[src/logic/cpu_pkg.sv]
package cpu_pkg;

    localparam int data_w = 8;
    localparam int addr_w = 8;
    localparam int max_steps = 6; // longest instruction, ldm and sta.

    // top two bits of every opcode.
    typedef enum logic [1:0] {
        cls_sys = 2'b00,
        cls_alu = 2'b01,
        cls_mem = 2'b10,
        cls_br  = 2'b11
    } cls_e;

    typedef enum logic [7:0] {
        nop     = 8'h00,
        out     = 8'h01,
        hlt     = 8'h02,
        lda_imm = 8'h40,
        add_imm = 8'h41,
        sub_imm = 8'h42,
        and_imm = 8'h43,
        or_imm  = 8'h44,
        xor_imm = 8'h45,
        ldm     = 8'h80,
        sta     = 8'h81,
        jmp     = 8'hc0,
        jz      = 8'hc1,
        jc      = 8'hc2
    } op_e;

    typedef enum logic [2:0] {fn_pass, fn_add, fn_sub, fn_and, fn_or, fn_xor} alu_fn_e;

    typedef enum logic [1:0] {cond_always, cond_zero, cond_carry} cond_e;

    typedef union packed {
        struct packed {
            cls_e       cls;
            logic [2:0] rsvd;
            alu_fn_e    fn;   // low bits of alu opcodes.
        } alu;
        struct packed {
            cls_e       cls;
            logic [3:0] rsvd;
            cond_e      cond; // low bits of jump opcodes.
        } br;
    } instr_u;

    typedef enum logic [1:0] {src_acc, src_alu, src_mem, src_pc} bus_src_e;

    typedef struct packed {
        logic zero;
        logic carry;
        logic negative;
        logic overflow;
    } flag_t;

endpackage

[src/logic/cword_if.sv]
interface cword_if;

    cpu_pkg::bus_src_e bus_src;
    logic              a_load;
    logic              b_load;
    cpu_pkg::alu_fn_e  alu_fn;
    logic              flags_load;
    logic              mar_load;
    logic              ir_load;
    logic              pc_inc;
    logic              pc_load;
    logic              mem_write;
    logic              out_load;

    modport seq_mp (output bus_src, a_load, b_load, alu_fn, flags_load, mar_load,
                    ir_load, pc_inc, pc_load, mem_write, out_load);
    modport alu_mp (input a_load, b_load, alu_fn, flags_load);
    modport mem_mp (input mar_load, ir_load, pc_inc, pc_load, mem_write);
    modport join_mp (input bus_src, out_load);

endinterface

[src/logic/alu_block.sv]
module alu_block (
    input  logic                        clk,
    input  logic                        rst,
    cword_if.alu_mp                     cw,
    input  logic [cpu_pkg::data_w-1:0]  main_bus,
    output logic [cpu_pkg::data_w-1:0]  acc,
    output logic [cpu_pkg::data_w-1:0]  alu_result,
    output cpu_pkg::flag_t              flags
);

    localparam int w = cpu_pkg::data_w;

    logic [w-1:0] opnd;
    logic [w:0]   wide;
    logic         ovf;

    always_comb begin
        case (cw.alu_fn)
            cpu_pkg::fn_add: wide = {1'b0, acc} + {1'b0, opnd};
            cpu_pkg::fn_sub: wide = {1'b0, acc} - {1'b0, opnd}; // top bit is the borrow.
            cpu_pkg::fn_and: wide = {1'b0, acc & opnd};
            cpu_pkg::fn_or:  wide = {1'b0, acc | opnd};
            cpu_pkg::fn_xor: wide = {1'b0, acc ^ opnd};
            default:         wide = {1'b0, opnd};
        endcase
        alu_result = wide[w-1:0];
        case (cw.alu_fn)
            cpu_pkg::fn_add: ovf = (acc[w-1] == opnd[w-1]) && (alu_result[w-1] != acc[w-1]);
            cpu_pkg::fn_sub: ovf = (acc[w-1] != opnd[w-1]) && (alu_result[w-1] != acc[w-1]);
            default:         ovf = 1'b0;
        endcase
    end

    always_ff @(posedge clk) begin
        if (rst) begin
            acc   <= '0;
            flags <= '0;
        end else begin
            if (cw.a_load) acc <= main_bus;
            if (cw.flags_load) begin
                flags.zero     <= (alu_result == '0);
                flags.carry    <= wide[w];
                flags.negative <= alu_result[w-1];
                flags.overflow <= ovf;
            end
        end
    end

    always_ff @(posedge clk) begin
        if (cw.b_load) opnd <= main_bus;
    end

endmodule

[src/logic/bus_join.sv]
module bus_join (
    input  logic                        clk,
    input  logic                        rst,
    cword_if.join_mp                    cw,
    input  logic [cpu_pkg::data_w-1:0]  acc,
    input  logic [cpu_pkg::data_w-1:0]  alu_result,
    input  logic [cpu_pkg::data_w-1:0]  mem_data,
    input  logic [cpu_pkg::addr_w-1:0]  pc,
    output logic [cpu_pkg::data_w-1:0]  main_bus,
    output logic [cpu_pkg::data_w-1:0]  out_data,
    output logic                        out_valid
);

    always_comb begin
        case (cw.bus_src)
            cpu_pkg::src_alu: main_bus = alu_result;
            cpu_pkg::src_mem: main_bus = mem_data;
            cpu_pkg::src_pc:  main_bus = pc;
            default:          main_bus = acc;
        endcase
    end

    always_ff @(posedge clk) begin
        if (rst) begin
            out_valid <= 1'b0;
        end else begin
            out_valid <= cw.out_load; // one cycle pulse.
        end
    end

    always_ff @(posedge clk) begin
        if (cw.out_load) out_data <= acc;
    end

endmodule

[src/logic/control_sequencer.sv]
module control_sequencer (
    input  logic            clk,
    input  logic            rst,
    input  logic            run,
    input  cpu_pkg::instr_u ir,
    input  cpu_pkg::flag_t  flags,
    cword_if.seq_mp         cw,
    output logic            halted
);

    localparam int step_w = $clog2(cpu_pkg::max_steps);

    typedef enum logic [1:0] {st_idle, st_run, st_halt} state_e;

    state_e            state;
    logic [step_w-1:0] step;
    logic [step_w-1:0] last_step;
    cpu_pkg::op_e      op;
    logic              taken;

    assign op = cpu_pkg::op_e'(ir);
    assign halted = (state == st_halt);

    // fixed length per class; never below 2, so fetch steps ignore the old ir.
    always_comb begin
        case (ir.br.cls)
            cpu_pkg::cls_alu: last_step = step_w'(4);
            cpu_pkg::cls_mem: last_step = step_w'(5);
            cpu_pkg::cls_br:  last_step = step_w'(3);
            default:          last_step = step_w'(2);
        endcase
    end

    always_comb begin
        case (ir.br.cond)
            cpu_pkg::cond_always: taken = 1'b1;
            cpu_pkg::cond_zero:   taken = flags.zero;
            cpu_pkg::cond_carry:  taken = flags.carry;
            default:              taken = 1'b0;
        endcase
    end

    always_ff @(posedge clk) begin
        if (rst) begin
            state <= st_idle;
            step  <= '0;
        end else begin
            case (state)
                st_idle: if (run) state <= st_run; // start only out of reset.
                st_run: begin
                    if (step == last_step) begin
                        step <= '0;
                        if (op == cpu_pkg::hlt) state <= st_halt;
                    end else begin
                        step <= step + 1'b1;
                    end
                end
                default: state <= st_halt;
            endcase
        end
    end

    // microcode table.
    always_comb begin
        cw.bus_src    = cpu_pkg::src_acc;
        cw.alu_fn     = cpu_pkg::fn_pass;
        cw.a_load     = 1'b0;
        cw.b_load     = 1'b0;
        cw.flags_load = 1'b0;
        cw.mar_load   = 1'b0;
        cw.ir_load    = 1'b0;
        cw.pc_inc     = 1'b0;
        cw.pc_load    = 1'b0;
        cw.mem_write  = 1'b0;
        cw.out_load   = 1'b0;
        if (state == st_run) begin
            case (step)
                step_w'(0): begin
                    cw.bus_src  = cpu_pkg::src_pc;
                    cw.mar_load = 1'b1;
                end
                step_w'(1): begin
                    cw.bus_src = cpu_pkg::src_mem;
                    cw.ir_load = 1'b1;
                    cw.pc_inc  = 1'b1;
                end
                step_w'(2): begin
                    if (ir.br.cls == cpu_pkg::cls_sys) begin
                        cw.out_load = (op == cpu_pkg::out);
                    end else begin
                        cw.bus_src  = cpu_pkg::src_pc; // fetch the operand byte.
                        cw.mar_load = 1'b1;
                    end
                end
                step_w'(3): begin
                    cw.bus_src  = cpu_pkg::src_mem;
                    cw.b_load   = (ir.br.cls == cpu_pkg::cls_alu);
                    cw.mar_load = (ir.br.cls == cpu_pkg::cls_mem);
                    cw.pc_load  = (ir.br.cls == cpu_pkg::cls_br) && taken;
                    cw.pc_inc   = !cw.pc_load; // skip the target on a failed jump.
                end
                step_w'(4): begin
                    if (ir.alu.cls == cpu_pkg::cls_alu) begin
                        cw.bus_src    = cpu_pkg::src_alu;
                        cw.alu_fn     = ir.alu.fn;
                        cw.a_load     = 1'b1;
                        cw.flags_load = 1'b1;
                    end else if (op == cpu_pkg::ldm) begin
                        cw.bus_src = cpu_pkg::src_mem;
                        cw.b_load  = 1'b1;
                    end else begin
                        cw.mem_write = (op == cpu_pkg::sta);
                    end
                end
                step_w'(5): begin
                    if (op == cpu_pkg::ldm) begin
                        cw.bus_src    = cpu_pkg::src_alu; // pass sets the flags.
                        cw.a_load     = 1'b1;
                        cw.flags_load = 1'b1;
                    end
                end
                default: ;
            endcase
        end
    end

endmodule

[src/logic/cpu.sv]
module cpu #(
    parameter int mem_depth = 256
) (
    input  logic                        clk,
    input  logic                        rst,
    input  logic                        run,
    input  logic                        load_en,
    input  logic [cpu_pkg::addr_w-1:0]  load_addr,
    input  logic [cpu_pkg::data_w-1:0]  load_data,
    output logic [cpu_pkg::data_w-1:0]  out_data,
    output logic                        out_valid,
    output logic                        halted,
    output cpu_pkg::flag_t              flags
);

    logic [cpu_pkg::data_w-1:0] main_bus;
    logic [cpu_pkg::data_w-1:0] acc;
    logic [cpu_pkg::data_w-1:0] alu_result;
    logic [cpu_pkg::data_w-1:0] mem_data;
    logic [cpu_pkg::addr_w-1:0] pc;
    cpu_pkg::instr_u            ir;

    cword_if cw ();

    control_sequencer ctrl (.clk(clk), .rst(rst), .run(run), .ir(ir), .flags(flags),
        .cw(cw.seq_mp), .halted(halted));

    alu_block alu (.clk(clk), .rst(rst), .cw(cw.alu_mp), .main_bus(main_bus), .acc(acc),
        .alu_result(alu_result), .flags(flags));

    mem_block #(.mem_depth(mem_depth)) mem (.clk(clk), .rst(rst), .cw(cw.mem_mp),
        .main_bus(main_bus), .load_en(load_en), .load_addr(load_addr),
        .load_data(load_data), .mem_data(mem_data), .pc(pc), .ir(ir));

    bus_join join_blk (.clk(clk), .rst(rst), .cw(cw.join_mp), .acc(acc),
        .alu_result(alu_result), .mem_data(mem_data), .pc(pc), .main_bus(main_bus),
        .out_data(out_data), .out_valid(out_valid));

endmodule

[src/logic/mem_block.sv]
module mem_block #(
    parameter int mem_depth = 256
) (
    input  logic                        clk,
    input  logic                        rst,
    cword_if.mem_mp                     cw,
    input  logic [cpu_pkg::data_w-1:0]  main_bus,
    input  logic                        load_en,
    input  logic [cpu_pkg::addr_w-1:0]  load_addr,
    input  logic [cpu_pkg::data_w-1:0]  load_data,
    output logic [cpu_pkg::data_w-1:0]  mem_data,
    output logic [cpu_pkg::addr_w-1:0]  pc,
    output cpu_pkg::instr_u             ir
);

    localparam int idx_w = $clog2(mem_depth);

    logic [cpu_pkg::data_w-1:0] ram [mem_depth];
    logic [cpu_pkg::addr_w-1:0] mar;
    logic [cpu_pkg::addr_w-1:0] rd_addr;
    logic [cpu_pkg::addr_w-1:0] wr_addr;
    logic [cpu_pkg::data_w-1:0] wr_data;
    logic                       wr_en;

    // read follows the address being loaded, so data is ready the next step.
    assign rd_addr = cw.mar_load ? main_bus : mar;

    // load port wins over the microcode.
    always_comb begin
        if (load_en) begin
            wr_en   = 1'b1;
            wr_addr = load_addr;
            wr_data = load_data;
        end else begin
            wr_en   = cw.mem_write;
            wr_addr = mar;
            wr_data = main_bus;
        end
    end

    always_ff @(posedge clk) begin
        if (wr_en) ram[wr_addr[idx_w-1:0]] <= wr_data;
        mem_data <= ram[rd_addr[idx_w-1:0]];
    end

    always_ff @(posedge clk) begin
        if (rst) begin
            pc  <= '0;
            mar <= '0;
            ir  <= '0; // decodes as nop.
        end else begin
            if (cw.pc_load) begin
                pc <= main_bus;
            end else if (cw.pc_inc) begin
                pc <= pc + 1'b1;
            end
            if (cw.mar_load) mar <= main_bus;
            if (cw.ir_load) ir <= main_bus;
        end
    end

endmodule

[config.mk]
export PLATFORM = sky130hd
export DESIGN_NAME = cpu
export DESIGN_NICKNAME = d
export VERILOG_FILES = /design/src/logic/cpu_pkg.sv /design/src/logic/cword_if.sv /design/src/logic/alu_block.sv /design/src/logic/bus_join.sv /design/src/logic/control_sequencer.sv /design/src/logic/cpu.sv /design/src/logic/mem_block.sv
export SDC_FILE = /design/constraint.sdc
export NUM_CORES = 2
export LEC_CHECK = 0
export ABC_AREA = 1
export ABC_CLOCK_PERIOD_IN_PS = 20300
export BUFFER_PORTS_ARGS = -buffer_cell sky130_fd_sc_hd__buf_2
export CORE_ASPECT_RATIO = 1.4
export CORE_UTILIZATION = 50
export DETAILED_ROUTE_END_ITERATION = 16
export PLACE_DENSITY = 0.65
export SLEW_MARGIN = 40
export SYNTH_ARGS = -nofsm -noshare
export SYNTH_HDL_FRONTEND = slang
export SYNTH_HIERARCHICAL = 1
export SYNTH_SLANG_ARGS = --single-unit
[constraint.sdc]
create_clock -name clk -period 20.3 [get_ports clk]
set_input_delay 4.06 -clock clk [delete_from_list [all_inputs] [get_ports clk]]
set_output_delay 4.06 -clock clk [all_outputs]
set_load 0.005 [all_outputs]
# Yosys cells after proc, flatten, opt, wreduce, memory -nomap -nowiden
# Memories as Yosys holds them, arrays and structs flattened. A register that Yosys moved wholly into a read port is not among the register bits.
# Cells that the tools add are included.
# totals
elab_cells	114
mem_count	1
inputBits	20
output_inout_bits	14
ramBits	2048
regBits	58
# classes
muxes	50
n_bitwise	3
eq_ne	31
n_addsub	4
reduce_logical	12
# mem_list
name	depth	width	rd	rd_ports_with_merged_regs	write_ports	line_no	text
mem.ram	256	8	1	1	1	mem_block.sv:18	logic [cpu_pkg::data_w-1:0] ram [mem_depth];
# ops
op	n
9-bit case mux with 5 select lines	1
8-bit two-way mux	5
8-bit case mux with 3 select lines	1
1-bit two-way mux	23
8-bit equality test (second input constant)	2
2-bit two-way mux	7
2-bit equality test (second input constant)	6
3-bit by 2-bit equality test with 1-bit output (second input constant)	4
3-bit equality test (second input constant)	4
3-bit two-way mux	4
2-bit case mux with 5 select lines	1
8-bit by 8-bit adder with 9-bit output	1
3-bit case mux with 3 select lines	1
8-bit by 8-bit subtractor with 9-bit output	1
8-bit by 1-bit adder with 8-bit output (second input constant)	1
8-bit bitwise AND	1
2-bit by 1-bit equality test with 1-bit output (second input constant)	4
8-bit by 1-bit equality test with 1-bit output (second input constant)	1
8-bit by 2-bit equality test with 1-bit output (second input constant)	1
8-bit zero test	1
8-bit OR	1
1-bit case mux with 2 select lines	4
8-bit XOR	1
3-bit by 1-bit equality test with 1-bit output (second input constant)	2
15 further kinds	22

# Depth between registers and ports, before layout
# logic_depth
ltp_word	9
mapped_depth	34
mapped_depth_nobuf	30

# By module
# The synthesis kept the hierarchy.
# by_module_without_submodules
module	instances	cells_each	area_each_um2	seq_area_each_um2
mem_block	1	8732	90900.9	62139.6
alu_block	1	279	2028.2	480.5
control_sequencer	1	115	734.5	100.1
bus_join	1	58	531.8	260.2

# Worst setup path after synthesis
# Ideal clock, no wire load.
# synth_timing
path_type	input port to flip-flop
startpoint	in load_en
endpoint	mem mem/ram[0][5] (netlist name) (data pin)
arrival_time_ns	14.396
path_slack_ns	3.717
required_time_ns	18.113
path_stages	3
setup_time_ns	2.187
path_buffers	2
path_cell_list	clkbuf_1 > clkbuf_1 > o21ai_0
# synth_between
elab_chain_cells	1
# synth_lines
item	line_no	text
from (decl)	cpu.sv:7	input logic load_en,
8-bit two-way mux	mem_block.sv:30	if (load_en) begin
named net mem.wr_data (one bit)	mem_block.sv:22	logic [cpu_pkg::data_w-1:0] wr_data;
to (decl)	mem_block.sv:18	
# The timed path passes the listed nets, and every way through them passes these cells.

# Worst setup path in the final report
# layout_timing
startpoint	reg ctrl.step[1]
endpoint	reg mem/mem_data[7] (netlist name) (read register of mem.ram)
# layout_between
elab_chain_cells	7
word_cells_on_any_way	24
classes_between	eq/ne (13); mux (9); reduce/logical (2)
# layout_lines
item	line_no	text
from (decl)	control_sequencer.sv:16	logic [step_w-1:0] step;
from (signal assigned)	control_sequencer.sv:55	step <= step + 1'b1;
3-bit equality test (*)	control_sequencer.sv:77	case (step)
3-bit two-way mux (*)	control_sequencer.sv:77	
3-bit two-way mux (*)	control_sequencer.sv:76	if (state == st_run) begin
named net cw.alu_fn[0]	cword_if.sv:6	cpu_pkg::alu_fn_e alu_fn;
3-bit equality test (tied with other cells)	alu_block.sv:18	case (cw.alu_fn)
9-bit case mux with 5 select lines (*)	alu_block.sv:18	
named net alu_result (one bit)	cpu.sv:18	logic [cpu_pkg::data_w-1:0] alu_result;
8-bit case mux with 3 select lines (*)	bus_join.sv:15	case (cw.bus_src)
named net main_bus (one bit)	cpu.sv:16	logic [cpu_pkg::data_w-1:0] main_bus;
8-bit two-way mux (*)	n/a	
to (decl)	mem_block.sv:11	output logic [cpu_pkg::data_w-1:0] mem_data,
# Mark *: on every way through the listed nets, which the timed path passes. The rest lies on a longest branch.
# A chain may end at the register's enable or synchronous reset.

==> results.toml <==
[status]
outcome = "completed"

[timing]
tns_ps = 0
period_needed_ps = 8340
finClkSkew_ps = 84.8
drv_slew = 0
setup_slack_ps = 11960
final-setup-viol-count = 0
relSlewSlack_pct = 32.5
finalHoldViolCount = 0
worst_slew_pin_slew_ps = 1000
fin_crit_sh_pct = 41.1
max_freq_mhz = 120
rsz0062_at_grt = "no"

[setup_path]
worst-r2r-cell-count = 29
rrSetupSlack_ps = 11960
worstPathRequired_ps = 21040
crit_path_start = "ctrl/step[1]"
r2r_end = "mem/mem_data[7]"
crit-reg2reg-launch = "ctrl/step[1]"
start_kind = "flip-flop"
crit_arrival_ps = 9080
crit_slowest_cell = "nand2_8"
crit_path_end_kind = "flip-flop"
cp_num_buf_inv = 8
critPathMaxFanout = 117
path_class = "reg -> reg"
crit_end = "mem/mem_data[7]"
cpPeakStageDelay_ps = 790
crit_family = "simple AND/OR/NAND/NOR gates"
cp.depth = 29
path_common_cell = "nand3_1"

[cts]
htreeDepth = 4
clockBufferDepth = 4
cts-root-buf = "clkbuf_16"
cts_tree = "done"
numCtsBuffers = 203
postCtsSetupBuffers = 0
cts.clk_slew.worst_paths_ps = 70
insertion_delay_ps = 880
cts_resized = 0
ctsHoldBuffers = 0
clock-sinks = 2114

[floorplanning]
initial_core_util_pct = 50.3
io_pins = 34
die-area_um2 = 190000
core-area_um2 = 187000
die_w_um = 369
rows = 188
die_h_um = 516

[grt]
grt-ovfl-total = 0
antenna_found_initial = 11
grt_pass1_wl_mm = 393
use_met2_pct = 46.4
gr-max-usage-layer = "met2"
grt_util_met1_pct = 34.0
grtUsageMet3_pct = 4.60
grt_pass1_vias = 62200
grt_max_degree = 173
grt_use_total_pct = 27.6

[logic_synthesis]
synth_top_area_cell = "edfxtp_1"
yosys_warnings = 6
synth_mux_area_share_pct = 0
syn-num-nets = 9241
yosys.area_share.simple_pct = 21.7
syn_area_per_cell_um2 = 10.3
synth_xor_area_share_pct = 0.130
synth-seq-cells = 2114
ys_dominant_reg_cell = "edfxtp_1"
synth_edf_count = 2064
synth_top_family_by_area = "simple AND/OR/NAND/NOR gates"
ys_top_cells_by_area = "edfxtp_1, nand3_1, nand2_1"
yosysUniqueCellTypes = 49
synth_compound_area_share_pct = 1.56
synthArstFlopShare_pct = 0
synthAdderAreaFrac_pct = 0.499
ys_seq_area_share_pct = 66.9
syn_area_um2 = 94200
synth_cells = 9184
synth_top_area_share_pct = 65.8

[drt]
drt-vias-per-instance = 5.57
first_iter_violations = 7335
drc = 0
wl_per_cell_um = 22.8
vias = 64800
wirelength_mm = 266
firstDrtPassIters = 6
ant_nets = 0

[power_and_ir_drop]
p_sw_share_pct = 30.7
p_seq_share_pct = 45.2
power.share.clock_pct = 34.6
combPwrFrac_pct = 20.2
p_leak_nw = 41.1
p_int_mw = 7.62
power_density_nw_per_um2 = 107
p_sw_mw = 3.38
ir_worst_vdd_v = 0.0000706

[finish]
fin_cells = 11600
fin_nets = 9064
final_util_pct = 54.9
final_cell_mix = "nand2_1, edfxtp_1, nand3_1"
drive_gt1_share_pct = 5.99
areaGrowthSynthToFinish_pct = 9.11
layout_commonest_cell = "nand2_1"

[place]
placed_cells = 11300
place.gp.congestion = 0.928
hpwl_mm = 156
buffer_ports.inserted = 33
pre_cts_ws_ps = 12040

[flow_run]
max_cap_viol_count = 0

[worst_hold_path]
hold_class = "reg -> reg"
## layer usage
layer,wire length [um],vias to the layer above
met5,54,-
met4,15400,8
met3,22700,632
met2,130000,2992
met1,98000,31400
li1,-,29800
## power groups by stage
stage / Combinational, mW / Clock (mW) / Sequential [mW]
after floorplan: 1.37 / 0 / 5.14
after global placement: 2.12 / 0 / 5.07
after detailed placement: 2.17 / 0 / 5.06
after CTS: 2.18 / 3.85 / 4.97
after global routing: 2.36 / 4.00 / 4.97
final: 2.22 / 3.80 / 4.97
## worst min path at each step
stage	startpoint	end	slack [ps]	cells past startpoint
after floorplan	alu/flags[0]	alu/flags[0]	450	2
after global placement	ctrl/state[1]	ctrl/state[1]	470	1
after detailed placement	ctrl/state[1]	ctrl/state[1]	480	1
after CTS	ctrl/state[1]	ctrl/state[1]	500	1
after global routing	ctrl/state[1]	ctrl/state[1]	510	1
final	ctrl/state[1]	ctrl/state[1]	500	1
## through the flow
step           total power [mW]  area (um2)  hold slack (ps)
2_1_floorplan              6.51       94200              454
3_3_place_gp               7.19       95500              469
3_5_place_dp               7.23       95900              483
4_1_cts                    11.0      103000              498
5_1_grt                    11.3      103000              510
6_report                   11.0      103000              497
## synth_stat cells (all sizes together), types with 3 or more instances
master / count
xor2: 13
nand4: 16
inv: 1553
a21oi: 35
clkinv: 3
o211ai: 65
or2: 11
nor2: 340
nand3: 1829
clkbuf: 86
nand2: 2451
dfxtp: 50
buf: 427
nand3b: 52
nor3: 7
edfxtp: 2064
ha: 36
o21ai: 132
a31oi: 4
## worst reg2reg max path, delay by kind of cell, from the launching register on
family	cells	cell delay [ps]
flip-flops	1	390
buffers and inverters	8	3310
adder cells (fa/ha/maj)	1	220
AND/OR/NAND/NOR	19	4070
AO/OA/AOI/OAI	1	260
## state kept, by name (all words and copies together), names as in the netlist
signal              cells
mem/mem_data            8
alu/flags               4
mem/mar                 8
ctrl/step               3
alu/opnd                8
mem/ir                  8
mem/ram              2048
join_blk/out_data       8
alu/acc                 8
ctrl/state              2
mem/pc                  8
join_blk/out_valid      1
## cell families after synthesis
group	Yosys count
XOR/XNOR	14
AO/OA/AOI/OAI	243
AND/OR/NAND/NOR	4707
adder cells (fa/ha/maj)	37
flip-flops	2114
buffers and inverters	2069
## area by class of cell
type | count | area (um2)
Antenna cell | 6 | 15.0
Clock inverter | 123 | 1270
Timing Repair Buffer | 131 | 1470
Clock buffer | 244 | 5320
Inverter | 1556 | 5870
Multi-Input combinational cell | 5001 | 22800
Tap cell | 2470 | 3090
Sequential cell | 2114 | 63000
Fill cell | 16000 | 84500
Note: power is estimated with default switching activity, not from simulation.
